==> src/logic/isaPkg.sv <==
package isaPkg;

    typedef logic [15:0] opcodeT; // Instruction word
    typedef logic [3:0] flagsT;
    typedef logic [2:0] regSelT; // Source or destination field
    typedef logic [3:0] aluFuncT;

    typedef enum logic [3:0] {
        CLASS_A,
        CLASS_I,
        CLASS_J,
        CLASS_SI,
        CLASS_F_TAKEN, // Condition holds
        CLASS_F_SKIP,
        CLASS_PUSH,
        CLASS_POP,
        CLASS_INVALID
    } instrClassT;

    // Destination field codes
    localparam regSelT DEST_0 = 3'd0; // SP for I class, flags for POP
    localparam regSelT DEST_A = 3'd1;
    localparam regSelT DEST_B = 3'd2;
    localparam regSelT DEST_C = 3'd3;
    localparam regSelT DEST_ADR = 3'd4; // Memory at address in A
    localparam regSelT DEST_ABS = 3'd5;
    localparam regSelT DEST_STACK = 3'd6; // FP relative

    // Source modes with bit 2 set read memory
    localparam regSelT SRC_IMMED = 3'd4;
    localparam regSelT SRC_ABS = 3'd5;
    localparam regSelT SRC_ADDR = 3'd6;
    localparam regSelT SRC_STACK = 3'd7;

    localparam aluFuncT ALU_ADD = 4'd0;
    localparam aluFuncT ALU_SUB = 4'd2;

endpackage

==> src/logic/ctrlPkg.sv <==
package ctrlPkg;

    typedef enum logic [5:0] {
        START = 6'd0,
        FETCH = 6'd1,
        ATYPE = 6'd2,
        ITYPE = 6'd3,
        JTYPE = 6'd4,
        SITYPE = 6'd5,
        FTYPE = 6'd6,
        PUSH1 = 6'd8,
        PUSH2 = 6'd9,
        POP1 = 6'd10,
        POP2 = 6'd11,
        RIMMED = 6'd20, // Operand read states
        RADDRESS = 6'd21,
        RABSOLUTE1_1 = 6'd22,
        RABSOLUTE1_2 = 6'd23,
        RABSOLUTE2 = 6'd24,
        RSTACK1 = 6'd25,
        RSTACK2 = 6'd26,
        WABSOLUTE1_1 = 6'd27, // Write-back states
        WABSOLUTE1_2 = 6'd28,
        WSTACK1 = 6'd29,
        WSTACK2 = 6'd30,
        WABSOLUTE2 = 6'd31,
        HALT = 6'b111111 // Invalid instruction
    } ctrlStateT;

    typedef logic [2:0] memAddrSelT; // Memory address source
    localparam memAddrSelT READ_FROM_PC = 3'd0;
    localparam memAddrSelT READ_FROM_A = 3'd1;
    localparam memAddrSelT READ_FROM_SP = 3'd2;
    localparam memAddrSelT READ_FROM_ALU = 3'd3;

    // Codes 0 to 3 of both ALU selects pick a register
    typedef logic [3:0] aluASelT;
    localparam aluASelT ALU1_FROM_PC = 4'd4;
    localparam aluASelT ALU1_FROM_SP = 4'd5;
    localparam aluASelT ALU1_FROM_MEM = 4'd6;
    localparam aluASelT ALU1_FROM_HIMEM = 4'd7; // High operand latch

    typedef logic [3:0] aluBSelT;
    localparam aluBSelT ALU2_FROM_1 = 4'd4;
    localparam aluBSelT ALU2_FROM_0 = 4'd5;
    localparam aluBSelT ALU2_FROM_OP = 4'd6; // Immediate field of opcode
    localparam aluBSelT ALU2_FROM_ADDR = 4'd7;
    localparam aluBSelT ALU2_FROM_FP = 4'd8;

    typedef logic [3:0] writeSrcT; // Memory write data source
    localparam writeSrcT WRITE_FROM_ALU = 4'd0;
    localparam writeSrcT WRITE_FROM_RES = 4'd1; // Saved result register

    localparam logic FLAG_FROM_ALU_OUT = 1'b1;

endpackage

==> src/logic/decodeIf.sv <==
`timescale 1ns/1ps

interface decodeIf;

    isaPkg::instrClassT instrClass;
    isaPkg::regSelT srcSel;
    isaPkg::regSelT destSel; // Already picked from the class field
    isaPkg::aluFuncT aluOp;
    logic needsOperand; // Memory operand read before the main state

    modport decoder (output instrClass, srcSel, destSel, aluOp, needsOperand);
    modport seq (input instrClass, srcSel, destSel, needsOperand);
    modport dp (input srcSel, destSel, aluOp);
    modport mem (input destSel);

endinterface

==> src/logic/instrDecoder.sv <==
`timescale 1ns/1ps

module instrDecoder (
    input isaPkg::opcodeT opcode,
    input isaPkg::flagsT flags,
    decodeIf.decoder dec
);

    isaPkg::regSelT srcField;
    logic shiftNoOperand; // I-class form whose source is not read from memory
    logic operandClass;

    assign srcField = opcode[11:9];
    assign dec.srcSel = srcField;

    always_comb begin
        dec.instrClass = isaPkg::CLASS_INVALID;
        if (opcode[15:12] == 4'b0000) begin
            dec.instrClass = isaPkg::CLASS_A;
        end else if (opcode[15:14] == 2'b01) begin
            dec.instrClass = isaPkg::CLASS_I;
        end else if (opcode[15]) begin
            dec.instrClass = isaPkg::CLASS_J;
        end else if (opcode[15:12] == 4'b0001) begin
            dec.instrClass = isaPkg::CLASS_SI;
        end else if (opcode[15:12] == 4'b0010 && !opcode[8]) begin
            if (flags[opcode[10:9]] == opcode[11]) begin // Selected flag vs wanted value
                dec.instrClass = isaPkg::CLASS_F_TAKEN;
            end else begin
                dec.instrClass = isaPkg::CLASS_F_SKIP;
            end
        end else if (opcode[15:12] == 4'b0011) begin
            if (opcode[8:7] == 2'b00) begin
                dec.instrClass = isaPkg::CLASS_PUSH;
            end else if (opcode[8:7] == 2'b01) begin
                dec.instrClass = isaPkg::CLASS_POP;
            end
        end
    end

    always_comb begin
        dec.destSel = srcField;
        dec.aluOp = isaPkg::ALU_ADD;
        case (dec.instrClass)
            isaPkg::CLASS_A: begin
                dec.destSel = opcode[2:0];
                dec.aluOp = opcode[8:5];
            end
            isaPkg::CLASS_I: begin
                dec.aluOp = {opcode[8], opcode[8], opcode[13:12]};
            end
            isaPkg::CLASS_SI: begin
                dec.destSel = opcode[6:4];
                dec.aluOp = {2'b10, opcode[8:7]}; // Shift group
            end
            default: begin
            end
        endcase
    end

    assign shiftNoOperand = dec.instrClass == isaPkg::CLASS_I && opcode[8]
                            && opcode[13:12] == 2'b11;
    assign operandClass = dec.instrClass inside {isaPkg::CLASS_A, isaPkg::CLASS_I,
                                                 isaPkg::CLASS_SI, isaPkg::CLASS_PUSH};
    assign dec.needsOperand = operandClass && srcField[2] && !shiftNoOperand;

endmodule

==> src/logic/controlSequencer.sv <==
`timescale 1ns/1ps

module controlSequencer (
    input logic clk,
    input logic rst,
    input logic stall,
    decodeIf.seq dec,
    output ctrlPkg::ctrlStateT state
);

    ctrlPkg::ctrlStateT nextState;
    ctrlPkg::ctrlStateT mainState; // Main state of the decoded class
    ctrlPkg::ctrlStateT writeState; // Exit of a main state by destination

    always_ff @(posedge clk) begin
        if (rst) begin
            state <= ctrlPkg::START;
        end else if (!stall) begin
            state <= nextState;
        end
    end

    always_comb begin
        case (dec.instrClass)
            isaPkg::CLASS_A: mainState = ctrlPkg::ATYPE;
            isaPkg::CLASS_I: mainState = ctrlPkg::ITYPE;
            isaPkg::CLASS_J: mainState = ctrlPkg::JTYPE;
            isaPkg::CLASS_SI: mainState = ctrlPkg::SITYPE;
            isaPkg::CLASS_F_TAKEN: mainState = ctrlPkg::FTYPE;
            isaPkg::CLASS_F_SKIP: mainState = ctrlPkg::FETCH; // Branch not taken
            isaPkg::CLASS_PUSH: mainState = ctrlPkg::PUSH1;
            isaPkg::CLASS_POP: mainState = ctrlPkg::POP1;
            default: mainState = ctrlPkg::HALT;
        endcase
    end

    always_comb begin
        case (dec.destSel)
            isaPkg::DEST_ABS: writeState = ctrlPkg::WABSOLUTE1_1;
            isaPkg::DEST_STACK: writeState = ctrlPkg::WSTACK1;
            default: writeState = ctrlPkg::FETCH;
        endcase
    end

    always_comb begin
        nextState = ctrlPkg::HALT;
        case (state)
            ctrlPkg::START: nextState = ctrlPkg::FETCH;
            ctrlPkg::FETCH: begin
                if (!dec.needsOperand) begin
                    nextState = mainState;
                end else begin
                    case (dec.srcSel) // Operand read detour
                        isaPkg::SRC_IMMED: nextState = ctrlPkg::RIMMED;
                        isaPkg::SRC_ADDR: nextState = ctrlPkg::RADDRESS;
                        isaPkg::SRC_ABS: nextState = ctrlPkg::RABSOLUTE1_1;
                        isaPkg::SRC_STACK: nextState = ctrlPkg::RSTACK1;
                        default: nextState = ctrlPkg::HALT;
                    endcase
                end
            end
            ctrlPkg::RIMMED, ctrlPkg::RADDRESS, ctrlPkg::RABSOLUTE2, ctrlPkg::RSTACK2:
                nextState = mainState;
            ctrlPkg::RABSOLUTE1_1: nextState = ctrlPkg::RABSOLUTE1_2;
            ctrlPkg::RABSOLUTE1_2: nextState = ctrlPkg::RABSOLUTE2;
            ctrlPkg::RSTACK1: nextState = ctrlPkg::RSTACK2;
            ctrlPkg::ATYPE, ctrlPkg::ITYPE, ctrlPkg::SITYPE, ctrlPkg::POP2:
                nextState = writeState;
            ctrlPkg::WABSOLUTE1_1: nextState = ctrlPkg::WABSOLUTE1_2;
            ctrlPkg::WABSOLUTE1_2: nextState = ctrlPkg::WABSOLUTE2;
            ctrlPkg::WSTACK1: nextState = ctrlPkg::WSTACK2;
            ctrlPkg::PUSH1: nextState = ctrlPkg::PUSH2;
            ctrlPkg::POP1: nextState = ctrlPkg::POP2;
            ctrlPkg::JTYPE, ctrlPkg::FTYPE, ctrlPkg::PUSH2,
            ctrlPkg::WABSOLUTE2, ctrlPkg::WSTACK2: nextState = ctrlPkg::FETCH;
            default: nextState = ctrlPkg::HALT;
        endcase
    end

    // Stall freezes the whole sequence, not just the next step
    stallHold: assert property (@(posedge clk) !rst && stall |=> $stable(state))
        else $error("state changed while stalled");

    haltSticky: assert property (@(posedge clk)
        !rst && state == ctrlPkg::HALT |=> state == ctrlPkg::HALT)
        else $error("left HALT without reset");

endmodule

==> src/logic/datapathControl.sv <==
`timescale 1ns/1ps

module datapathControl (
    input ctrlPkg::ctrlStateT state,
    decodeIf.dp dec,
    input isaPkg::opcodeT opcode,
    output ctrlPkg::aluASelT aluA,
    output ctrlPkg::aluBSelT aluB,
    output isaPkg::aluFuncT aluFunc,
    output logic enPC,
    output logic enA,
    output logic enB,
    output logic enC,
    output logic enF,
    output logic enSP,
    output logic enFP,
    output logic sourceF,
    output logic initSPFP
);

    localparam isaPkg::aluFuncT JumpFunc = 4'b0110; // PC plus signed target

    ctrlPkg::aluASelT srcOperand; // Register or latched memory operand
    logic writesDest;

    assign srcOperand = dec.srcSel[2] ? ctrlPkg::ALU1_FROM_MEM
                                      : ctrlPkg::aluASelT'({2'b00, dec.srcSel[1:0]});
    assign writesDest = state inside {ctrlPkg::ATYPE, ctrlPkg::ITYPE,
                                      ctrlPkg::SITYPE, ctrlPkg::POP2};

    always_comb begin
        aluA = '0;
        aluB = '0;
        aluFunc = isaPkg::ALU_ADD;
        enPC = 1'b0;
        enA = 1'b0;
        enB = 1'b0;
        enC = 1'b0;
        enF = 1'b0;
        enSP = 1'b0;
        enFP = 1'b0;
        sourceF = 1'b0;
        initSPFP = 1'b0;
        case (state)
            ctrlPkg::START: begin
                initSPFP = 1'b1;
                enSP = 1'b1;
                enFP = 1'b1;
            end
            ctrlPkg::FETCH, ctrlPkg::RIMMED, ctrlPkg::RABSOLUTE1_1, ctrlPkg::RABSOLUTE1_2,
            ctrlPkg::RSTACK1, ctrlPkg::WABSOLUTE1_1, ctrlPkg::WABSOLUTE1_2,
            ctrlPkg::WSTACK1: begin
                aluA = ctrlPkg::ALU1_FROM_PC; // Step past the word just read
                aluB = ctrlPkg::ALU2_FROM_1;
                enPC = 1'b1;
            end
            ctrlPkg::ATYPE: begin
                aluA = srcOperand;
                aluB = {2'b00, opcode[4:3]};
                aluFunc = dec.aluOp;
                enF = |opcode; // NOP keeps flags
            end
            ctrlPkg::ITYPE: begin
                aluA = (dec.srcSel == 3'b000) ? ctrlPkg::ALU1_FROM_SP : srcOperand;
                aluB = ctrlPkg::ALU2_FROM_OP;
                aluFunc = dec.aluOp;
                enF = 1'b1;
            end
            ctrlPkg::SITYPE: begin
                aluA = srcOperand;
                aluB = ctrlPkg::ALU2_FROM_OP; // Shift amount
                aluFunc = dec.aluOp;
                enF = 1'b1;
            end
            ctrlPkg::JTYPE: begin
                aluA = ctrlPkg::ALU1_FROM_PC;
                aluB = ctrlPkg::ALU2_FROM_ADDR;
                aluFunc = JumpFunc;
                enPC = 1'b1;
            end
            ctrlPkg::FTYPE: begin
                aluA = ctrlPkg::ALU1_FROM_PC; // Relative branch
                aluB = ctrlPkg::ALU2_FROM_OP;
                enPC = 1'b1;
            end
            ctrlPkg::PUSH1: begin
                aluA = srcOperand; // Pass value through to memory
                aluB = ctrlPkg::ALU2_FROM_0;
            end
            ctrlPkg::PUSH2: begin
                aluA = ctrlPkg::ALU1_FROM_SP;
                aluB = ctrlPkg::ALU2_FROM_1;
                aluFunc = isaPkg::ALU_SUB;
                enSP = 1'b1;
            end
            ctrlPkg::POP1: begin
                aluA = ctrlPkg::ALU1_FROM_SP; // SP plus 1 also addresses the read
                aluB = ctrlPkg::ALU2_FROM_1;
                enSP = 1'b1;
            end
            ctrlPkg::POP2: begin
                aluA = ctrlPkg::ALU1_FROM_MEM;
                aluB = ctrlPkg::ALU2_FROM_0;
            end
            ctrlPkg::RABSOLUTE2, ctrlPkg::WABSOLUTE2: begin
                aluA = ctrlPkg::ALU1_FROM_HIMEM;
                aluB = ctrlPkg::ALU2_FROM_0;
            end
            ctrlPkg::RSTACK2, ctrlPkg::WSTACK2: begin
                aluA = ctrlPkg::ALU1_FROM_MEM; // Offset plus FP
                aluB = ctrlPkg::ALU2_FROM_FP;
            end
            default: begin
            end
        endcase
        if (writesDest) begin
            case (dec.destSel)
                isaPkg::DEST_0: begin
                    if (state == ctrlPkg::ITYPE) begin
                        enSP = 1'b1;
                    end else if (state == ctrlPkg::POP2) begin
                        enF = 1'b1; // POP into flags
                        sourceF = ctrlPkg::FLAG_FROM_ALU_OUT;
                    end
                end
                isaPkg::DEST_A: enA = 1'b1;
                isaPkg::DEST_B: enB = 1'b1;
                isaPkg::DEST_C: enC = 1'b1;
                default: begin
                end
            endcase
        end
    end

    always_comb begin
        regEnOneHot: assert final ($onehot0({enA, enB, enC}))
            else $error("several register enables at once");
    end

endmodule

==> src/logic/memoryControl.sv <==
`timescale 1ns/1ps

module memoryControl (
    input ctrlPkg::ctrlStateT state,
    decodeIf.mem dec,
    output ctrlPkg::memAddrSelT memAddr,
    output ctrlPkg::writeSrcT writeDataSource,
    output logic re,
    output logic we,
    output logic readStack,
    output logic saveOpcode,
    output logic saveMem1,
    output logic saveMem2,
    output logic saveResult
);

    logic writesDest;

    assign writesDest = state inside {ctrlPkg::ATYPE, ctrlPkg::ITYPE,
                                      ctrlPkg::SITYPE, ctrlPkg::POP2};

    always_comb begin
        memAddr = ctrlPkg::READ_FROM_PC;
        writeDataSource = ctrlPkg::WRITE_FROM_ALU;
        re = 1'b0;
        we = 1'b0;
        readStack = 1'b0;
        saveOpcode = 1'b0;
        saveMem1 = 1'b0;
        saveMem2 = 1'b0;
        saveResult = 1'b0;
        case (state)
            ctrlPkg::FETCH: begin
                re = 1'b1;
                saveOpcode = 1'b1;
            end
            ctrlPkg::RIMMED, ctrlPkg::RABSOLUTE1_2, ctrlPkg::RSTACK1,
            ctrlPkg::WABSOLUTE1_2, ctrlPkg::WSTACK1: begin
                re = 1'b1; // Word at PC
                saveMem1 = 1'b1;
            end
            ctrlPkg::RABSOLUTE1_1, ctrlPkg::WABSOLUTE1_1: begin
                re = 1'b1; // High address word
                saveMem2 = 1'b1;
            end
            ctrlPkg::RADDRESS: begin
                memAddr = ctrlPkg::READ_FROM_A;
                re = 1'b1;
                saveMem1 = 1'b1;
            end
            ctrlPkg::RABSOLUTE2, ctrlPkg::RSTACK2, ctrlPkg::POP1: begin
                memAddr = ctrlPkg::READ_FROM_ALU;
                re = 1'b1;
                readStack = state != ctrlPkg::RABSOLUTE2;
                saveMem1 = 1'b1;
            end
            ctrlPkg::WABSOLUTE2, ctrlPkg::WSTACK2: begin
                memAddr = ctrlPkg::READ_FROM_ALU;
                we = 1'b1;
                readStack = state == ctrlPkg::WSTACK2;
                writeDataSource = ctrlPkg::WRITE_FROM_RES;
            end
            ctrlPkg::PUSH1: begin
                memAddr = ctrlPkg::READ_FROM_SP;
                we = 1'b1;
                readStack = 1'b1;
            end
            default: begin
            end
        endcase
        if (writesDest) begin
            case (dec.destSel)
                isaPkg::DEST_ADR: begin
                    memAddr = ctrlPkg::READ_FROM_A;
                    we = 1'b1;
                end
                isaPkg::DEST_ABS, isaPkg::DEST_STACK: begin
                    saveResult = 1'b1; // Held for the write-back states
                    saveMem1 = 1'b1;
                end
                default: begin
                end
            endcase
        end
    end

    always_comb begin
        noReadWrite: assert final (!(re && we))
            else $error("read and write strobes together");
    end

endmodule

==> src/logic/cpuController.sv <==
`timescale 1ns/1ps

module cpuController (
    input logic clk,
    input logic rst,
    input logic [15:0] opcode, // Current instruction
    input logic [3:0] flags,
    input logic stall,
    output logic [2:0] memAddr,
    output logic [3:0] writeDataSource,
    output logic re,
    output logic we,
    output logic readStack,
    output logic saveOpcode,
    output logic saveMem1,
    output logic saveMem2,
    output logic saveResult,
    output logic [3:0] aluA,
    output logic [3:0] aluB,
    output logic [3:0] aluFunc,
    output logic enPC,
    output logic enA,
    output logic enB,
    output logic enC,
    output logic enF,
    output logic enSP,
    output logic enFP,
    output logic sourceF,
    output logic initSPFP,
    output logic [5:0] state // Debug view of the FSM
);

    decodeIf dec ();
    ctrlPkg::ctrlStateT curState;

    assign state = curState;

    instrDecoder decoder_i (
        .opcode(opcode),
        .flags(flags),
        .dec(dec.decoder)
    );

    controlSequencer sequencer_i (
        .clk(clk),
        .rst(rst),
        .stall(stall),
        .dec(dec.seq),
        .state(curState)
    );

    datapathControl datapath_i (
        .state(curState),
        .dec(dec.dp),
        .opcode(opcode),
        .aluA(aluA),
        .aluB(aluB),
        .aluFunc(aluFunc),
        .enPC(enPC),
        .enA(enA),
        .enB(enB),
        .enC(enC),
        .enF(enF),
        .enSP(enSP),
        .enFP(enFP),
        .sourceF(sourceF),
        .initSPFP(initSPFP)
    );

    memoryControl memory_i (
        .state(curState),
        .dec(dec.mem),
        .memAddr(memAddr),
        .writeDataSource(writeDataSource),
        .re(re),
        .we(we),
        .readStack(readStack),
        .saveOpcode(saveOpcode),
        .saveMem1(saveMem1),
        .saveMem2(saveMem2),
        .saveResult(saveResult)
    );

endmodule

==> config.mk <==
export PLATFORM = sky130hd
export DESIGN_NAME = cpuController
export DESIGN_NICKNAME = d
export VERILOG_FILES = /design/src/logic/isaPkg.sv /design/src/logic/ctrlPkg.sv /design/src/logic/decodeIf.sv /design/src/logic/instrDecoder.sv /design/src/logic/controlSequencer.sv /design/src/logic/datapathControl.sv /design/src/logic/memoryControl.sv /design/src/logic/cpuController.sv
export SDC_FILE = /design/constraint.sdc
export NUM_CORES = 1
export LEC_CHECK = 0
export ABC_AREA = 1
export BUFFER_PORTS_ARGS = -buffer_cell sky130_fd_sc_hd__buf_2
export CAP_MARGIN = 20
export CORE_UTILIZATION = 54
export DETAILED_ROUTE_END_ITERATION = 12
export PLACE_DENSITY = 0.88
export SETUP_SLACK_MARGIN = 0.1
export SYNTH_ARGS = -nofsm -noshare
export SYNTH_HDL_FRONTEND = slang
export SYNTH_SLANG_ARGS = --single-unit
==> constraint.sdc <==
create_clock -name clk -period 4.7 [get_ports clk]
set_input_delay 0.47 -clock clk [delete_from_list [all_inputs] [get_ports clk]]
set_output_delay 0.47 -clock clk [all_outputs]
set_load 0.05 [all_outputs]
==> flow_summary.ini <==
[clock_tree]
cts-root-buf = clkbuf_4
cts-resized-gates = 0
hold_buffers = 0
clk_path_buf_depth = 2
cts_sinks = 6
clk-insertion-delay-late_ns = 0.25
cts_inserted_buffers = 3
cts_tree = yes
cts_setup_buffers = 0
path_clk_slew_ns = 0.05
htreeDepth = 1

[final_layout]
final_common_cell = nand2_1
areaGrowthSynthToFinish_pct = 18.83
design_area_um2 = 1911
fin_util = 0.6869
top_regs = sequencer_i.state (6)
mostFrequentLayoutCells = nand2_1 (70), buf_2 (58), inv_1 (47)
largest_register = sequencer_i.state
diodes = 0
largest_reg_flops = 6
drive_gt1_frac = 0.2735
finalNetCount = 391

[logic_synthesis]
synth-main-ff-cell = dfxtp_1
async_flop_share = 0
yosysWarnings = 0
ys_types = 33
post_synth.cell_area_avg_um2 = 5.271
yosysSeqAreaShare = 0.07471
synth-edff-count = 0
synthCells = 305
synth-seq-cells = 6
netlist_area_um2 = 1608

[pwr]
total_power_w = 0.0006979
ir_drop_uv = 322.0
powerDensity_nw_per_um2 = 365.3
power_leakage_nw = 1.245
comb_power_share = 0.817
p_int_w = 0.0002198
seq_power_share = 0.116
swShare = 0.6850
power_switching_w = 0.0004780
power.share.clock = 0.068

[floorplan]
core_area_um2 = 2781
rows = 19
ioPinCount = 64
die_area_um2 = 3200
initial_core_util = 0.5780
die-width_um = 56.57
die_h_um = 56.57

[routing]
drt-initial-drc-count = 224
drc_errors = 0
routed_wl_um = 5146
wl_per_cell_um = 13.09
dr_total_vias = 2224
drt_pass1_iterations = 5
routed_via_density = 5.659
drtAntennaViolNets = 0

[worst_setup_path]
critPathKind = primary input to output port
r2r-end = sequencer_i.state[4]$_SDFFE_PP0N_
cpMaxStageDelayCell = or3_1
crit_fanout = 14
r2r_cells = 12
r2r-start = sequencer_i.state[5]$_SDFFE_PP0N_
r2r_slack_ns = 2.75
slowest_delay_ns = 0.31
crit_chain = buf_2, nor2_4, nand2_4, nor2_2, nand2_1, nor2_1, nand3b_1, a21oi_1, inv_1, ha_1, o21ai_2, nand2_1, nand3_2, nor2_1, nand2_1, nor2_1, or3_1, buf_2
required_ns = 4.23
arrival_ns = 3.06
cp-end-kind = output port
setup.worst_path.end = enF
worst_setup_path_start_kind = primary input
startpoint = opcode[14]

[timing]
relSlewSlack = 0.6586
skew_ns = 0.008205
fin_crit_ns = 3.530
fin_crit_sh = 0.7510
tightest_slew_ns = 0.5116
hold_viol = 0
rsz0062_at_grt = no
finalSetupViolations = 0
maxSlewViolCount = 0
max_freq_mhz = 283.3
tns_ns = 0

[global_route]
first_global_vias = 1872
antenna_found_initial = 0
grt_max_degree = 15
grt_pass1_wl_um = 8349
grt_use_total = 0.3263
globalRouteOverflowTotal = 0

[hold_path]
hp-class = primary input to flip-flop

[place]
portBuffers = 58
gp_congestion = 0.9640
dp_hpwl_um = 4305
placed_area_um2 = 1888

[run_status]
outcome = finished clean

[job]
drv_cap = 0
[power groups by stage]
stage          combinational, W  sequential [W]   clock, W
6_report               0.000570       0.0000806  0.0000473
5_1_grt                0.000605       0.0000828  0.0000511
4_1_cts                0.000565       0.0000800  0.0000480
3_5_place_dp           0.000564       0.0000810          0
3_3_place_gp           0.000559       0.0000805          0
2_1_floorplan          0.000417        0.000112          0
[per-stage QoR]
step,hold WS (ns),std cells,setup slack (ns)
6_report,0.4864,393,1.170
5_1_grt,0.4879,393,0.9597
4_1_cts,0.4893,393,1.235
3_5_place_dp,0.5839,390,1.237
3_3_place_gp,0.5767,390,1.384
2_1_floorplan,0.6147,309,1.091
[kinds of logic after synthesis]
| kind of cell | share of synthesized area |
|---|---|
| and+or+nand+nor | 0.5938 |
| AOI/OAI and AO/OA | 0.1300 |
| other | 0.002332 |
| adders and majority gates | 0.03113 |
| DFF | 0.07471 |
| buffers and inverters | 0.1681 |
[cells in the mapped netlist (7+ instances only)]
cell	n	area, um2
nand2_1	70	262.8
inv_1	47	176.4
nor2_1	37	138.9
nand3_1	36	180.2
o21ai_0	13	65.06
nor2_2	12	75.07
a21oi_1	11	55.05
nand3_2	8	80.08
nand4_1	8	50.05
nor3_1	8	40.04
buf_4	7	52.55
inv_2	7	26.28
[metal layers]
metal / up-vias / wire (um) / global-route usage
li1: 1103 / - / -
met5: - / 0 / 0
met2: 142 / 2292 / 0.5176
met3: 10 / 490 / 0.03456
met1: 969 / 2300 / 0.4783
met4: 0 / 63 / 0.05575
[critical path: cells and delay by family]
family	cells	cell delay, ns
and+or+nand+nor	12	1.36
AOI/OAI and AO/OA	2	0.48
buffers and inverters	3	0.45
adders and majority gates	1	0.30
[worst min path at each step]
stage | startpoint | to | slack, ns | depth (start not counted)
2_1_floorplan | rst | sequencer_i.state[5]$_SDFFE_PP0N_ | 0.61 | 3
3_3_place_gp | sequencer_i.state[5]$_SDFFE_PP0N_ | sequencer_i.state[5]$_SDFFE_PP0N_ | 0.58 | 4
3_5_place_dp | sequencer_i.state[5]$_SDFFE_PP0N_ | sequencer_i.state[5]$_SDFFE_PP0N_ | 0.58 | 4
4_1_cts | rst | sequencer_i.state[5]$_SDFFE_PP0N_ | 0.49 | 4
5_1_grt | rst | sequencer_i.state[5]$_SDFFE_PP0N_ | 0.49 | 4
6_report | rst | sequencer_i.state[5]$_SDFFE_PP0N_ | 0.49 | 4
[final cells by class]
type                            count  area (um2)
Clock buffer                        3       22.52
Tap cell                           31       38.79
Timing Repair Buffer               58       290.3
Inverter                           55       206.4
Fill cell                         294       870.8
Multi-Input combinational cell    240        1232
Sequential cell                     6       120.1
(Power assumes the default switching activity.)
